<file path="src/rtl/uarch_pkg.sv">
package uarch_pkg;

    // producer tag width, 16 tags in flight
    localparam int TAG_LEN = 4;

    // broadcast ports
    // port 0 carries the ALU, port 1 the multiplier
    localparam int NUM_WAKEUP = 2;

    // execution unit kind
    typedef enum logic {
        UNIT_ALU = 1'b0,
        UNIT_MUL = 1'b1
    } unit_t;

    // multiplier occupancy, tracked by issue control
    typedef enum logic {
        MULT_IDLE = 1'b0,
        MULT_BUSY = 1'b1
    } mult_state_t;

endpackage

</file>
<file path="src/rtl/isa_pkg.sv">
package isa_pkg;

    // integer datapath width
    localparam int XLEN = 32;

    // integer opcodes seen by the issue stage
    typedef enum logic [2:0] {
        OP_ADD = 3'd0,
        OP_SUB = 3'd1,
        OP_AND = 3'd2,
        OP_OR  = 3'd3,
        OP_XOR = 3'd4,
        // signed compare, result is 0 or 1
        OP_SLT = 3'd5,
        OP_MUL = 3'd6
    } opcode_t;

    // unit kind, 1 means the multiplier
    function automatic logic unit_of(opcode_t op);
        return (op == OP_MUL);
    endfunction

    // single-cycle opcode rules
    function automatic logic [XLEN-1:0] alu_eval(opcode_t op, logic [XLEN-1:0] a,
                                                 logic [XLEN-1:0] b);
        case (op)
            OP_ADD:  return a + b;
            OP_SUB:  return a - b;
            OP_AND:  return a & b;
            OP_OR:   return a | b;
            OP_XOR:  return a ^ b;
            OP_SLT:  return {{(XLEN-1){1'b0}}, ($signed(a) < $signed(b))};
            // multiply is handled by its own unit
            default: return '0;
        endcase
    endfunction

endpackage
</file>
<file path="src/rtl/ooo_issue_top.sv">
`timescale 1ns/10ps

module ooo_issue_top #(
    parameter int NUM_ENTRIES     = 8,
    parameter int MULT_RADIX_BITS = 2
) (
    input  logic                                                     clk,
    input  logic                                                     reset,
    // dispatch side
    input  logic                                                     load,
    input  isa_pkg::opcode_t                                         load_op,
    input  logic [uarch_pkg::TAG_LEN-1:0]                            load_tag,
    input  logic                                                     load_src1_ready,
    input  logic [uarch_pkg::TAG_LEN-1:0]                            load_src1_tag,
    input  logic [isa_pkg::XLEN-1:0]                                 load_src1_value,
    input  logic                                                     load_src2_ready,
    input  logic [uarch_pkg::TAG_LEN-1:0]                            load_src2_tag,
    input  logic [isa_pkg::XLEN-1:0]                                 load_src2_value,
    // result broadcast, also fed back to the station
    output logic [uarch_pkg::NUM_WAKEUP-1:0]                         wakeup_valid,
    output logic [uarch_pkg::NUM_WAKEUP-1:0][uarch_pkg::TAG_LEN-1:0] wakeup_tag,
    output logic [uarch_pkg::NUM_WAKEUP-1:0][isa_pkg::XLEN-1:0]      wakeup_value,
    output logic                                                     is_full
);

    // station to control and units
    logic                          sel_valid;
    isa_pkg::opcode_t              sel_op;
    logic [uarch_pkg::TAG_LEN-1:0] sel_tag;
    logic [isa_pkg::XLEN-1:0]      sel_src1_value, sel_src2_value;
    // control outputs
    logic                          issue, alu_start, mult_start, mult_block;
    // unit results
    logic                          mult_done;
    logic                          alu_valid, mul_valid;
    logic [uarch_pkg::TAG_LEN-1:0] alu_tag, mul_tag;
    logic [isa_pkg::XLEN-1:0]      alu_value, mul_value;

    // port 1 multiplier, port 0 ALU
    assign wakeup_valid = {mul_valid, alu_valid};
    assign wakeup_tag   = {mul_tag, alu_tag};
    assign wakeup_value = {mul_value, alu_value};

    reservation_station #(
        .NUM_ENTRIES(NUM_ENTRIES)
    ) u_rs (
        .clk, .reset, .load, .load_op, .load_tag,
        .load_src1_ready, .load_src1_tag, .load_src1_value,
        .load_src2_ready, .load_src2_tag, .load_src2_value,
        .wakeup_valid, .wakeup_tag, .wakeup_value,
        .mult_block, .issue,
        .sel_valid, .sel_op, .sel_tag, .sel_src1_value, .sel_src2_value,
        .is_full
    );

    issue_ctrl u_ctrl (
        .clk, .reset, .sel_valid, .sel_op, .mult_done,
        .issue, .alu_start, .mult_start, .mult_block
    );

    alu_unit u_alu (
        .clk, .reset, .start(alu_start), .op(sel_op), .tag(sel_tag),
        .src1(sel_src1_value), .src2(sel_src2_value),
        .result_valid(alu_valid), .result_tag(alu_tag), .result_value(alu_value)
    );

    mult_unit #(
        .MULT_RADIX_BITS(MULT_RADIX_BITS)
    ) u_mult (
        .clk, .reset, .start(mult_start), .tag(sel_tag),
        .src1(sel_src1_value), .src2(sel_src2_value), .done(mult_done),
        .result_valid(mul_valid), .result_tag(mul_tag), .result_value(mul_value)
    );

endmodule

</file>
<file path="src/rtl/mult_unit.sv">
`timescale 1ns/10ps

module mult_unit #(
    parameter int MULT_RADIX_BITS = 2
) (
    input  logic                          clk,
    input  logic                          reset,
    input  logic                          start,
    input  logic [uarch_pkg::TAG_LEN-1:0] tag,
    input  logic [isa_pkg::XLEN-1:0]      src1,
    input  logic [isa_pkg::XLEN-1:0]      src2,
    output logic                          done,
    // wakeup port 1
    output logic                          result_valid,
    output logic [uarch_pkg::TAG_LEN-1:0] result_tag,
    output logic [isa_pkg::XLEN-1:0]      result_value
);

    localparam int ITERS = isa_pkg::XLEN / MULT_RADIX_BITS;
    localparam int CNT_W = (ITERS > 1) ? $clog2(ITERS) : 1;

    logic                     running;
    logic                     last;
    logic [CNT_W-1:0]         count;
    logic [isa_pkg::XLEN-1:0] mcand, mplier, partial;

    assign last = (count == CNT_W'(ITERS - 1));

    // shifted multiplicand for the current digit
    always_comb begin
        partial = '0;
        for (int b = 0; b < MULT_RADIX_BITS; b++) begin
            if (mplier[b]) begin
                partial = partial + (mcand << b);
            end
        end
    end

    always_ff @(posedge clk) begin
        if (reset) begin
            running      <= 1'b0;
            count        <= '0;
            result_valid <= 1'b0;
        end else begin
            result_valid <= running && last;
            if (start) begin
                running <= 1'b1;
                count   <= '0;
            end else if (running) begin
                count <= count + 1'b1;
                if (last) begin
                    running <= 1'b0;
                end
            end
        end
    end

    // accumulator doubles as the result register, low half only
    always_ff @(posedge clk) begin
        if (start) begin
            mcand        <= src1;
            mplier       <= src2;
            result_value <= '0;
            result_tag   <= tag;
        end else if (running) begin
            result_value <= result_value + partial;
            mcand        <= mcand << MULT_RADIX_BITS;
            mplier       <= mplier >> MULT_RADIX_BITS;
        end
    end

    // done marks the same cycle as the broadcast
    assign done = result_valid;

endmodule

</file>
<file path="src/rtl/alu_unit.sv">
`timescale 1ns/10ps

module alu_unit (
    input  logic                          clk,
    input  logic                          reset,
    input  logic                          start,
    input  isa_pkg::opcode_t              op,
    input  logic [uarch_pkg::TAG_LEN-1:0] tag,
    input  logic [isa_pkg::XLEN-1:0]      src1,
    input  logic [isa_pkg::XLEN-1:0]      src2,
    // wakeup port 0
    output logic                          result_valid,
    output logic [uarch_pkg::TAG_LEN-1:0] result_tag,
    output logic [isa_pkg::XLEN-1:0]      result_value
);

    // one-cycle pulse per start
    always_ff @(posedge clk) begin
        if (reset) begin
            result_valid <= 1'b0;
        end else begin
            result_valid <= start;
        end
    end

    // result and tag captured with the start
    always_ff @(posedge clk) begin
        if (start) begin
            result_tag   <= tag;
            result_value <= isa_pkg::alu_eval(op, src1, src2);
        end
    end

    // control must route multiplies elsewhere
    a_no_mul_on_alu: assert property (@(posedge clk) disable iff (reset)
        start |-> op != isa_pkg::OP_MUL);

endmodule

</file>
<file path="src/rtl/issue_ctrl.sv">
`timescale 1ns/10ps

module issue_ctrl (
    input  logic             clk,
    input  logic             reset,
    // from the station
    input  logic             sel_valid,
    input  isa_pkg::opcode_t sel_op,
    // from the multiplier
    input  logic             mult_done,
    output logic             issue,
    output logic             alu_start,
    output logic             mult_start,
    output logic             mult_block
);

    uarch_pkg::mult_state_t state, state_next;
    logic                   sel_is_mul;

    assign sel_is_mul = (uarch_pkg::unit_t'(isa_pkg::unit_of(sel_op)) == uarch_pkg::UNIT_MUL);

    // one grant per cycle, whenever something is issuable
    assign issue      = sel_valid;
    assign alu_start  = sel_valid && !sel_is_mul;
    assign mult_start = sel_valid && sel_is_mul;

    // released in the done cycle so a waiting multiply can go right away
    assign mult_block = (state == uarch_pkg::MULT_BUSY) && !mult_done;

    always_comb begin
        state_next = state;
        case (state)
            uarch_pkg::MULT_IDLE: begin
                if (mult_start) begin
                    state_next = uarch_pkg::MULT_BUSY;
                end
            end
            uarch_pkg::MULT_BUSY: begin
                // back-to-back start keeps the unit busy
                if (mult_done && !mult_start) begin
                    state_next = uarch_pkg::MULT_IDLE;
                end
            end
            default: state_next = uarch_pkg::MULT_IDLE;
        endcase
    end

    always_ff @(posedge clk) begin
        if (reset) begin
            state <= uarch_pkg::MULT_IDLE;
        end else begin
            state <= state_next;
        end
    end

    // station must hold multiplies back while the unit is occupied
    a_no_start_while_busy: assert property (@(posedge clk) disable iff (reset)
        (state == uarch_pkg::MULT_BUSY && !mult_done) |-> !mult_start);

    // a result only comes back for a multiply that was started
    a_done_only_when_busy: assert property (@(posedge clk) disable iff (reset)
        mult_done |-> state == uarch_pkg::MULT_BUSY);

endmodule

</file>
<file path="src/rtl/reservation_station.sv">
`timescale 1ns/10ps

module reservation_station #(
    parameter int NUM_ENTRIES = 8
) (
    input  logic                                                   clk,
    input  logic                                                   reset,
    // dispatch side
    input  logic                                                   load,
    input  isa_pkg::opcode_t                                       load_op,
    input  logic [uarch_pkg::TAG_LEN-1:0]                          load_tag,
    input  logic                                                   load_src1_ready,
    input  logic [uarch_pkg::TAG_LEN-1:0]                          load_src1_tag,
    input  logic [isa_pkg::XLEN-1:0]                               load_src1_value,
    input  logic                                                   load_src2_ready,
    input  logic [uarch_pkg::TAG_LEN-1:0]                          load_src2_tag,
    input  logic [isa_pkg::XLEN-1:0]                               load_src2_value,
    // result broadcast from both units
    input  logic [uarch_pkg::NUM_WAKEUP-1:0]                       wakeup_valid,
    input  logic [uarch_pkg::NUM_WAKEUP-1:0][uarch_pkg::TAG_LEN-1:0] wakeup_tag,
    input  logic [uarch_pkg::NUM_WAKEUP-1:0][isa_pkg::XLEN-1:0]    wakeup_value,
    // from issue control
    input  logic                                                   mult_block,
    input  logic                                                   issue,
    // selected entry
    output logic                                                   sel_valid,
    output isa_pkg::opcode_t                                       sel_op,
    output logic [uarch_pkg::TAG_LEN-1:0]                          sel_tag,
    output logic [isa_pkg::XLEN-1:0]                               sel_src1_value,
    output logic [isa_pkg::XLEN-1:0]                               sel_src2_value,
    output logic                                                   is_full
);

    localparam int IDX_W = (NUM_ENTRIES > 1) ? $clog2(NUM_ENTRIES) : 1;

    // entries in age order, index 0 oldest
    logic [NUM_ENTRIES-1:0]            ent_valid, ent_s1_rdy, ent_s2_rdy;
    isa_pkg::opcode_t                  ent_op     [NUM_ENTRIES];
    logic [uarch_pkg::TAG_LEN-1:0]     ent_tag    [NUM_ENTRIES];
    logic [uarch_pkg::TAG_LEN-1:0]     ent_s1_tag [NUM_ENTRIES];
    logic [uarch_pkg::TAG_LEN-1:0]     ent_s2_tag [NUM_ENTRIES];
    logic [isa_pkg::XLEN-1:0]          ent_s1_val [NUM_ENTRIES];
    logic [isa_pkg::XLEN-1:0]          ent_s2_val [NUM_ENTRIES];

    logic [NUM_ENTRIES-1:0]            n_valid, n_s1_rdy, n_s2_rdy;
    isa_pkg::opcode_t                  n_op       [NUM_ENTRIES];
    logic [uarch_pkg::TAG_LEN-1:0]     n_tag      [NUM_ENTRIES];
    logic [uarch_pkg::TAG_LEN-1:0]     n_s1_tag   [NUM_ENTRIES];
    logic [uarch_pkg::TAG_LEN-1:0]     n_s2_tag   [NUM_ENTRIES];
    logic [isa_pkg::XLEN-1:0]          n_s1_val   [NUM_ENTRIES];
    logic [isa_pkg::XLEN-1:0]          n_s2_val   [NUM_ENTRIES];

    logic [IDX_W-1:0] sel_idx;

    // oldest entry with both sources ready
    // multiplies are passed over while the multiplier is occupied
    always_comb begin
        sel_valid = 1'b0;
        sel_idx = '0;
        for (int i = 0; i < NUM_ENTRIES; i++) begin
            if (!sel_valid && ent_valid[i] && ent_s1_rdy[i] && ent_s2_rdy[i] &&
                !(mult_block && uarch_pkg::unit_t'(isa_pkg::unit_of(ent_op[i])) ==
                  uarch_pkg::UNIT_MUL)) begin
                sel_valid = 1'b1;
                sel_idx = IDX_W'(i);
            end
        end
    end

    assign sel_op         = ent_op[sel_idx];
    assign sel_tag        = ent_tag[sel_idx];
    assign sel_src1_value = ent_s1_val[sel_idx];
    assign sel_src2_value = ent_s2_val[sel_idx];

    // queue stays compacted, so full means the top slot is taken
    assign is_full = &ent_valid;

    always_comb begin
        int  src;
        logic placed;
        placed   = 1'b0;
        n_valid  = ent_valid;
        n_s1_rdy = ent_s1_rdy;
        n_s2_rdy = ent_s2_rdy;
        n_op     = ent_op;
        n_tag    = ent_tag;
        n_s1_tag = ent_s1_tag;
        n_s2_tag = ent_s2_tag;
        n_s1_val = ent_s1_val;
        n_s2_val = ent_s2_val;
        // drop the issued entry, younger ones slide down one slot
        for (int i = 0; i < NUM_ENTRIES; i++) begin
            src = (issue && i >= int'(sel_idx)) ? i + 1 : i;
            if (src < NUM_ENTRIES) begin
                n_valid[i]  = ent_valid[src];
                n_s1_rdy[i] = ent_s1_rdy[src];
                n_s2_rdy[i] = ent_s2_rdy[src];
                n_op[i]     = ent_op[src];
                n_tag[i]    = ent_tag[src];
                n_s1_tag[i] = ent_s1_tag[src];
                n_s2_tag[i] = ent_s2_tag[src];
                n_s1_val[i] = ent_s1_val[src];
                n_s2_val[i] = ent_s2_val[src];
            end else begin
                n_valid[i] = 1'b0;
            end
        end
        // new instruction goes into the first free slot
        for (int i = 0; i < NUM_ENTRIES; i++) begin
            if (load && !placed && !n_valid[i]) begin
                placed      = 1'b1;
                n_valid[i]  = 1'b1;
                n_op[i]     = load_op;
                n_tag[i]    = load_tag;
                n_s1_rdy[i] = load_src1_ready;
                n_s1_tag[i] = load_src1_tag;
                n_s1_val[i] = load_src1_value;
                n_s2_rdy[i] = load_src2_ready;
                n_s2_tag[i] = load_src2_tag;
                n_s2_val[i] = load_src2_value;
            end
        end
        // tag match on every port, incoming entry included
        for (int i = 0; i < NUM_ENTRIES; i++) begin
            for (int w = 0; w < uarch_pkg::NUM_WAKEUP; w++) begin
                if (wakeup_valid[w] && !n_s1_rdy[i] && n_s1_tag[i] == wakeup_tag[w]) begin
                    n_s1_rdy[i] = 1'b1;
                    n_s1_val[i] = wakeup_value[w];
                end
                if (wakeup_valid[w] && !n_s2_rdy[i] && n_s2_tag[i] == wakeup_tag[w]) begin
                    n_s2_rdy[i] = 1'b1;
                    n_s2_val[i] = wakeup_value[w];
                end
            end
        end
    end

    always_ff @(posedge clk) begin
        if (reset) begin
            ent_valid <= '0;
        end else begin
            ent_valid <= n_valid;
        end
    end

    // entry payload, qualified by ent_valid
    always_ff @(posedge clk) begin
        ent_s1_rdy <= n_s1_rdy;
        ent_s2_rdy <= n_s2_rdy;
        ent_op     <= n_op;
        ent_tag    <= n_tag;
        ent_s1_tag <= n_s1_tag;
        ent_s2_tag <= n_s2_tag;
        ent_s1_val <= n_s1_val;
        ent_s2_val <= n_s2_val;
    end

    // dispatcher must honour back-pressure
    a_no_load_when_full: assert property (@(posedge clk) disable iff (reset)
        load |-> !is_full);

    // control grants only what the station offers
    a_issue_needs_sel: assert property (@(posedge clk) disable iff (reset)
        issue |-> sel_valid);

endmodule

</file>
<file path="config.mk">
export PLATFORM = sky130hd
export DESIGN_NAME = ooo_issue_top
export DESIGN_NICKNAME = d
export VERILOG_FILES = /design/src/rtl/uarch_pkg.sv /design/src/rtl/isa_pkg.sv /design/src/rtl/ooo_issue_top.sv /design/src/rtl/mult_unit.sv /design/src/rtl/alu_unit.sv /design/src/rtl/issue_ctrl.sv /design/src/rtl/reservation_station.sv
export SDC_FILE = /design/constraint.sdc
export NUM_CORES = 2
export LEC_CHECK = 0
export BUFFER_PORTS_ARGS = -buffer_cell sky130_fd_sc_hd__buf_2
export CORE_MARGIN = 2
export CORE_UTILIZATION = 47
export DETAILED_ROUTE_END_ITERATION = 10
export PLACE_DENSITY = 0.66
export SLEW_MARGIN = 25
export SYNTH_ARGS = -nofsm -noshare
export SYNTH_HDL_FRONTEND = slang
export SYNTH_SLANG_ARGS = --single-unit
</file>
<file path="constraint.sdc">
create_clock -name clk -period 6.9 [get_ports clk]
set_clock_uncertainty 0.15 [all_clocks]
set_input_delay 1.38 -clock clk [delete_from_list [all_inputs] [get_ports clk]]
set_output_delay 1.38 -clock clk [all_outputs]
set_load 0.005 [all_outputs]
</file>
==> impl_metrics.py <==
metrics = {
    "timing": {
        "setup_viol": 0,
        "tns_ns": 0,
        "final_hold_viol_count": 0,
        "rsz0062_at_grt": "false",
        "setup_ws_ns": 0.236,
        "fmax_mhz": 150,
        "min_period_ns": 6.66,
        "slew_viol_final": 0,
        "fin_crit_sh_pct": 96.6,
        "hold_slack_ns": 0.353,
        "slew_headroom_pct": 15.4,
        "tightestPinTransition_ns": 1.26,
    },
    "synthesis": {
        "synth_seq_cells": 800,
        "synth_largest_area_cell": "edfxtp_1",
        "yosysMostFrequentCell": "nand2_1",
        "synth-edff-count": 672,
        "synth_ff_type": "edfxtp_1",
        "yosys_warnings": 0,
        "netlist_area_sq_um": 60900,
        "synthArstFlopShare_pct": 0,
        "synth_area_leaders": "edfxtp_1 33%, mux2_2 10%, nand2_1 9.0%, mux2i_1 4.9%, dfxtp_1 4.2%",
        "ys_types": 97,
        "yosys-top-cells-count": "1453 x nand2_1, 672 x edfxtp_1, 541 x mux2_2",
        "ys_seq_area_share_pct": 37.3,
        "syn_nets": 7193,
        "netlist_instances": 6947,
        "syn_area_per_cell_sq_um": 8.77,
        "synth_top_area_share_pct": 33.1,
    },
    "setup_path": {
        "ff2ff_setup_slack_ns": 0.24,
        "crit_arrival_ns": 6.99,
        "path_class": "reg -> reg",
        "crit_path_end_kind": "register",
        "critPathLaunchType": "register",
        "required_ns": 7.23,
        "cp_max_fo": 21,
        "r2r-start": "u_rs.ent_op[21]",
        "rr_worst_depth": 22,
        "reg2reg_to": "u_alu.result_value[21]",
    },
    "clocking": {
        "clock-sinks": 800,
        "cts_made_buffers": 98,
        "clk_pin_slew_ns": 0.06,
        "cts_tree": "yes",
        "ctsHoldBuffers": 0,
        "clk_latency_ns": 0.78,
        "h-tree-depth": 3,
        "cts_root_buf": "clkbuf_16",
        "clock_path_buffers": 3,
    },
    "flow_run": {
        "cap_viol_max_count": 0,
    },
    "min_path": {
        "worst_hold_path.endpoint": "u_mult.running",
        "min_from": "u_mult.running",
        "min_path_cells": 2,
        "hold_class": "reg -> reg",
    },
    "pwr": {
        "peakVddDrop_mv": 0.219,
        "p_leak_nw": 27.7,
        "pwr_density_cell_nw_per_um2": 269,
    },
    "finish": {
        "fillerInstances": 11800,
        "drive_gt1_share_pct": 19.0,
        "fin_util_pct": 52.1,
        "syn_to_final_growth_pct": 10.3,
        "final_nets": 7052,
    },
    "floorplan": {
        "die_h_um": 364,
        "pin_count": 159,
        "core_area_sq_um": 129000,
        "core.rowCount": 132,
        "initial_utilization_pct": 47.2,
        "die_area_sq_um": 132000,
        "die_w_um": 364,
    },
    "global_route": {
        "antenna_found_initial": 28,
        "grt_pass1_wl_mm": 374,
        "grt.total_usage_pct": 38.4,
        "overflow": 0,
        "first_global_vias": 54900,
        "grt_start_max_net_pins": 97,
    },
    "drt": {
        "postRouteWirelength_mm": 264,
        "vias_per_cell": 6.70,
        "remaining_drc_errors": 0,
        "ant_nets": 0,
        "drt_iter0_markers": 8689,
        "firstDrtPassIters": 7,
        "dr_total_vias": 57900,
        "wl_per_cell_um": 30.5,
    },
    "placement": {
        "port_buffers": 158,
        "hpwl_mm": 162,
        "dp_slack_ns": 0.0305,
        "globalplace.congestion": 1.01,
    },
    "status": {
        "status": "complete, no violations",
    },
}
worst max-delay path: stages (launching register included):
cell and delay, ns:
edfxtp_1 0.38, nand3b_1 0.24, o2111a_1 0.32, or4_4 0.70
o22ai_4 0.40, or2_4 0.39, buf_4 0.36, and3_1 0.21
a311oi_1 0.06, a31o_2 0.26, inv_1 0.09, ha_1 0.27
o21ai_0 0.22, a221o_1 0.33, or4b_2 0.61, nand2_1 0.16
a22o_1 0.27, o22ai_1 0.17, o221ai_1 0.24, a21oi_1 0.10
o21a_1 0.20, a31oi_1 0.15, o22ai_1 0.09
power by group:
group | internal (mW) | switching (mW) | total [mW]
clock network | 3.16 | 2.37 | 5.53
logic | 2.11 | 3.86 | 5.98
registers | 5.96 | 0.583 | 6.54
total | 11.2 | 6.82 | 18.1
final cells by class:
type	instances	area [sq um]	area share, %
Timing Repair Buffer	399	3030	4.50
Antenna cell	12	30.0	0.0447
Clock buffer	121	2590	3.85
Sequential cell	800	22700	33.8
Clock inverter	63	698	1.04
Tap cell	1742	2180	3.24
Multi-Input combinational cell	5319	35200	52.4
Inverter	188	706	1.05
how the worst max path moves through the flow:
| stage | start | endpoint | slack (ns) | cells past startpoint |
|---|---|---|---|---|
| 6_report | u_rs.ent_op[21] | u_alu.result_value[21] | 0.24 | 22 |
| 2_1_floorplan | u_mult.done | u_alu.result_value[30] | 0.63 | 29 |
| 5_1_grt | u_rs.ent_op[21] | u_alu.result_value[21] | 0.04 | 22 |
| 3_5_place_dp | u_ctrl.state | u_alu.result_value[27] | 0.03 | 20 |
| 3_3_place_gp | u_ctrl.state | u_alu.result_value[27] | 0.18 | 20 |
| 4_1_cts | u_ctrl.state | u_alu.result_value[21] | 0.14 | 22 |
sequential cells by signal, indices dropped and copies added, names as in the netlist, 4 cells and up:
name / flops
u_mult.mcand: 32
u_rs.ent_s2_val: 256
u_rs.ent_tag: 32
u_mult.result_tag: 4
u_rs.ent_s2_rdy: 8
u_mult.mplier: 32
u_mult.count: 4
u_rs.ent_s1_rdy: 8
u_rs.ent_s1_tag: 32
u_rs.ent_s1_val: 256
u_rs.ent_op: 24
u_alu.result_value: 32
u_mult.result_value: 32
u_rs.ent_s2_tag: 32
u_alu.result_tag: 4
u_rs.ent_valid: 8
metal layers:
layer	track usage (%)	share of wire, %
met5	0	0.050
met4	26.9	8.2
met3	11.2	13
met2	58.3	42
met1	46.7	36
cells by family after synthesis:
kind of cell	after synthesis	share of synthesized area, %
simple gates	2701	19.3
compound gates	1326	15.0
mux	943	16.8
buf+inv	830	5.47
flops	800	37.3
xor+xnor	185	2.68
fa+ha+maj	162	3.38
layout by cell type, fill, tap and decap left out, types with 82 or more instances in the layout:
| master | instances |
|---|---|
| nand2_1 | 1442 |
| edfxtp_1 | 672 |
| mux2_2 | 541 |
| nor2_1 | 494 |
| nand3_1 | 354 |
| o21ai_0 | 309 |
| mux2i_1 | 298 |
| a21oi_1 | 242 |
| buf_4 | 207 |
| inv_1 | 184 |
| ha_1 | 158 |
| buf_2 | 158 |
| and3_1 | 142 |
| xnor2_1 | 133 |
| dfxtp_1 | 127 |
| a211oi_1 | 122 |
| mux2_1 | 103 |
| clkbuf_16 | 98 |
| a221oi_1 | 82 |
repair_timing:
action / 4_1_cts / 5_1_grt
cloned: 0 / 2
resized for setup: 1 / 9
setup endpoints to repair: 1 / 18
pin swaps: 0 / 3
buffers inserted: 0 / 3
per-stage QoR:
step	instances	instance area (sq um)	power (mW)
finish	8644	67200	18.1
global route	8642	67200	18.6
CTS	8626	67100	17.8
detailed placement	8442	63800	12.4
global placement	8442	63800	12.3
floorplan	6947	60900	10.2
Note: power is estimated with default switching activity, not from simulation.
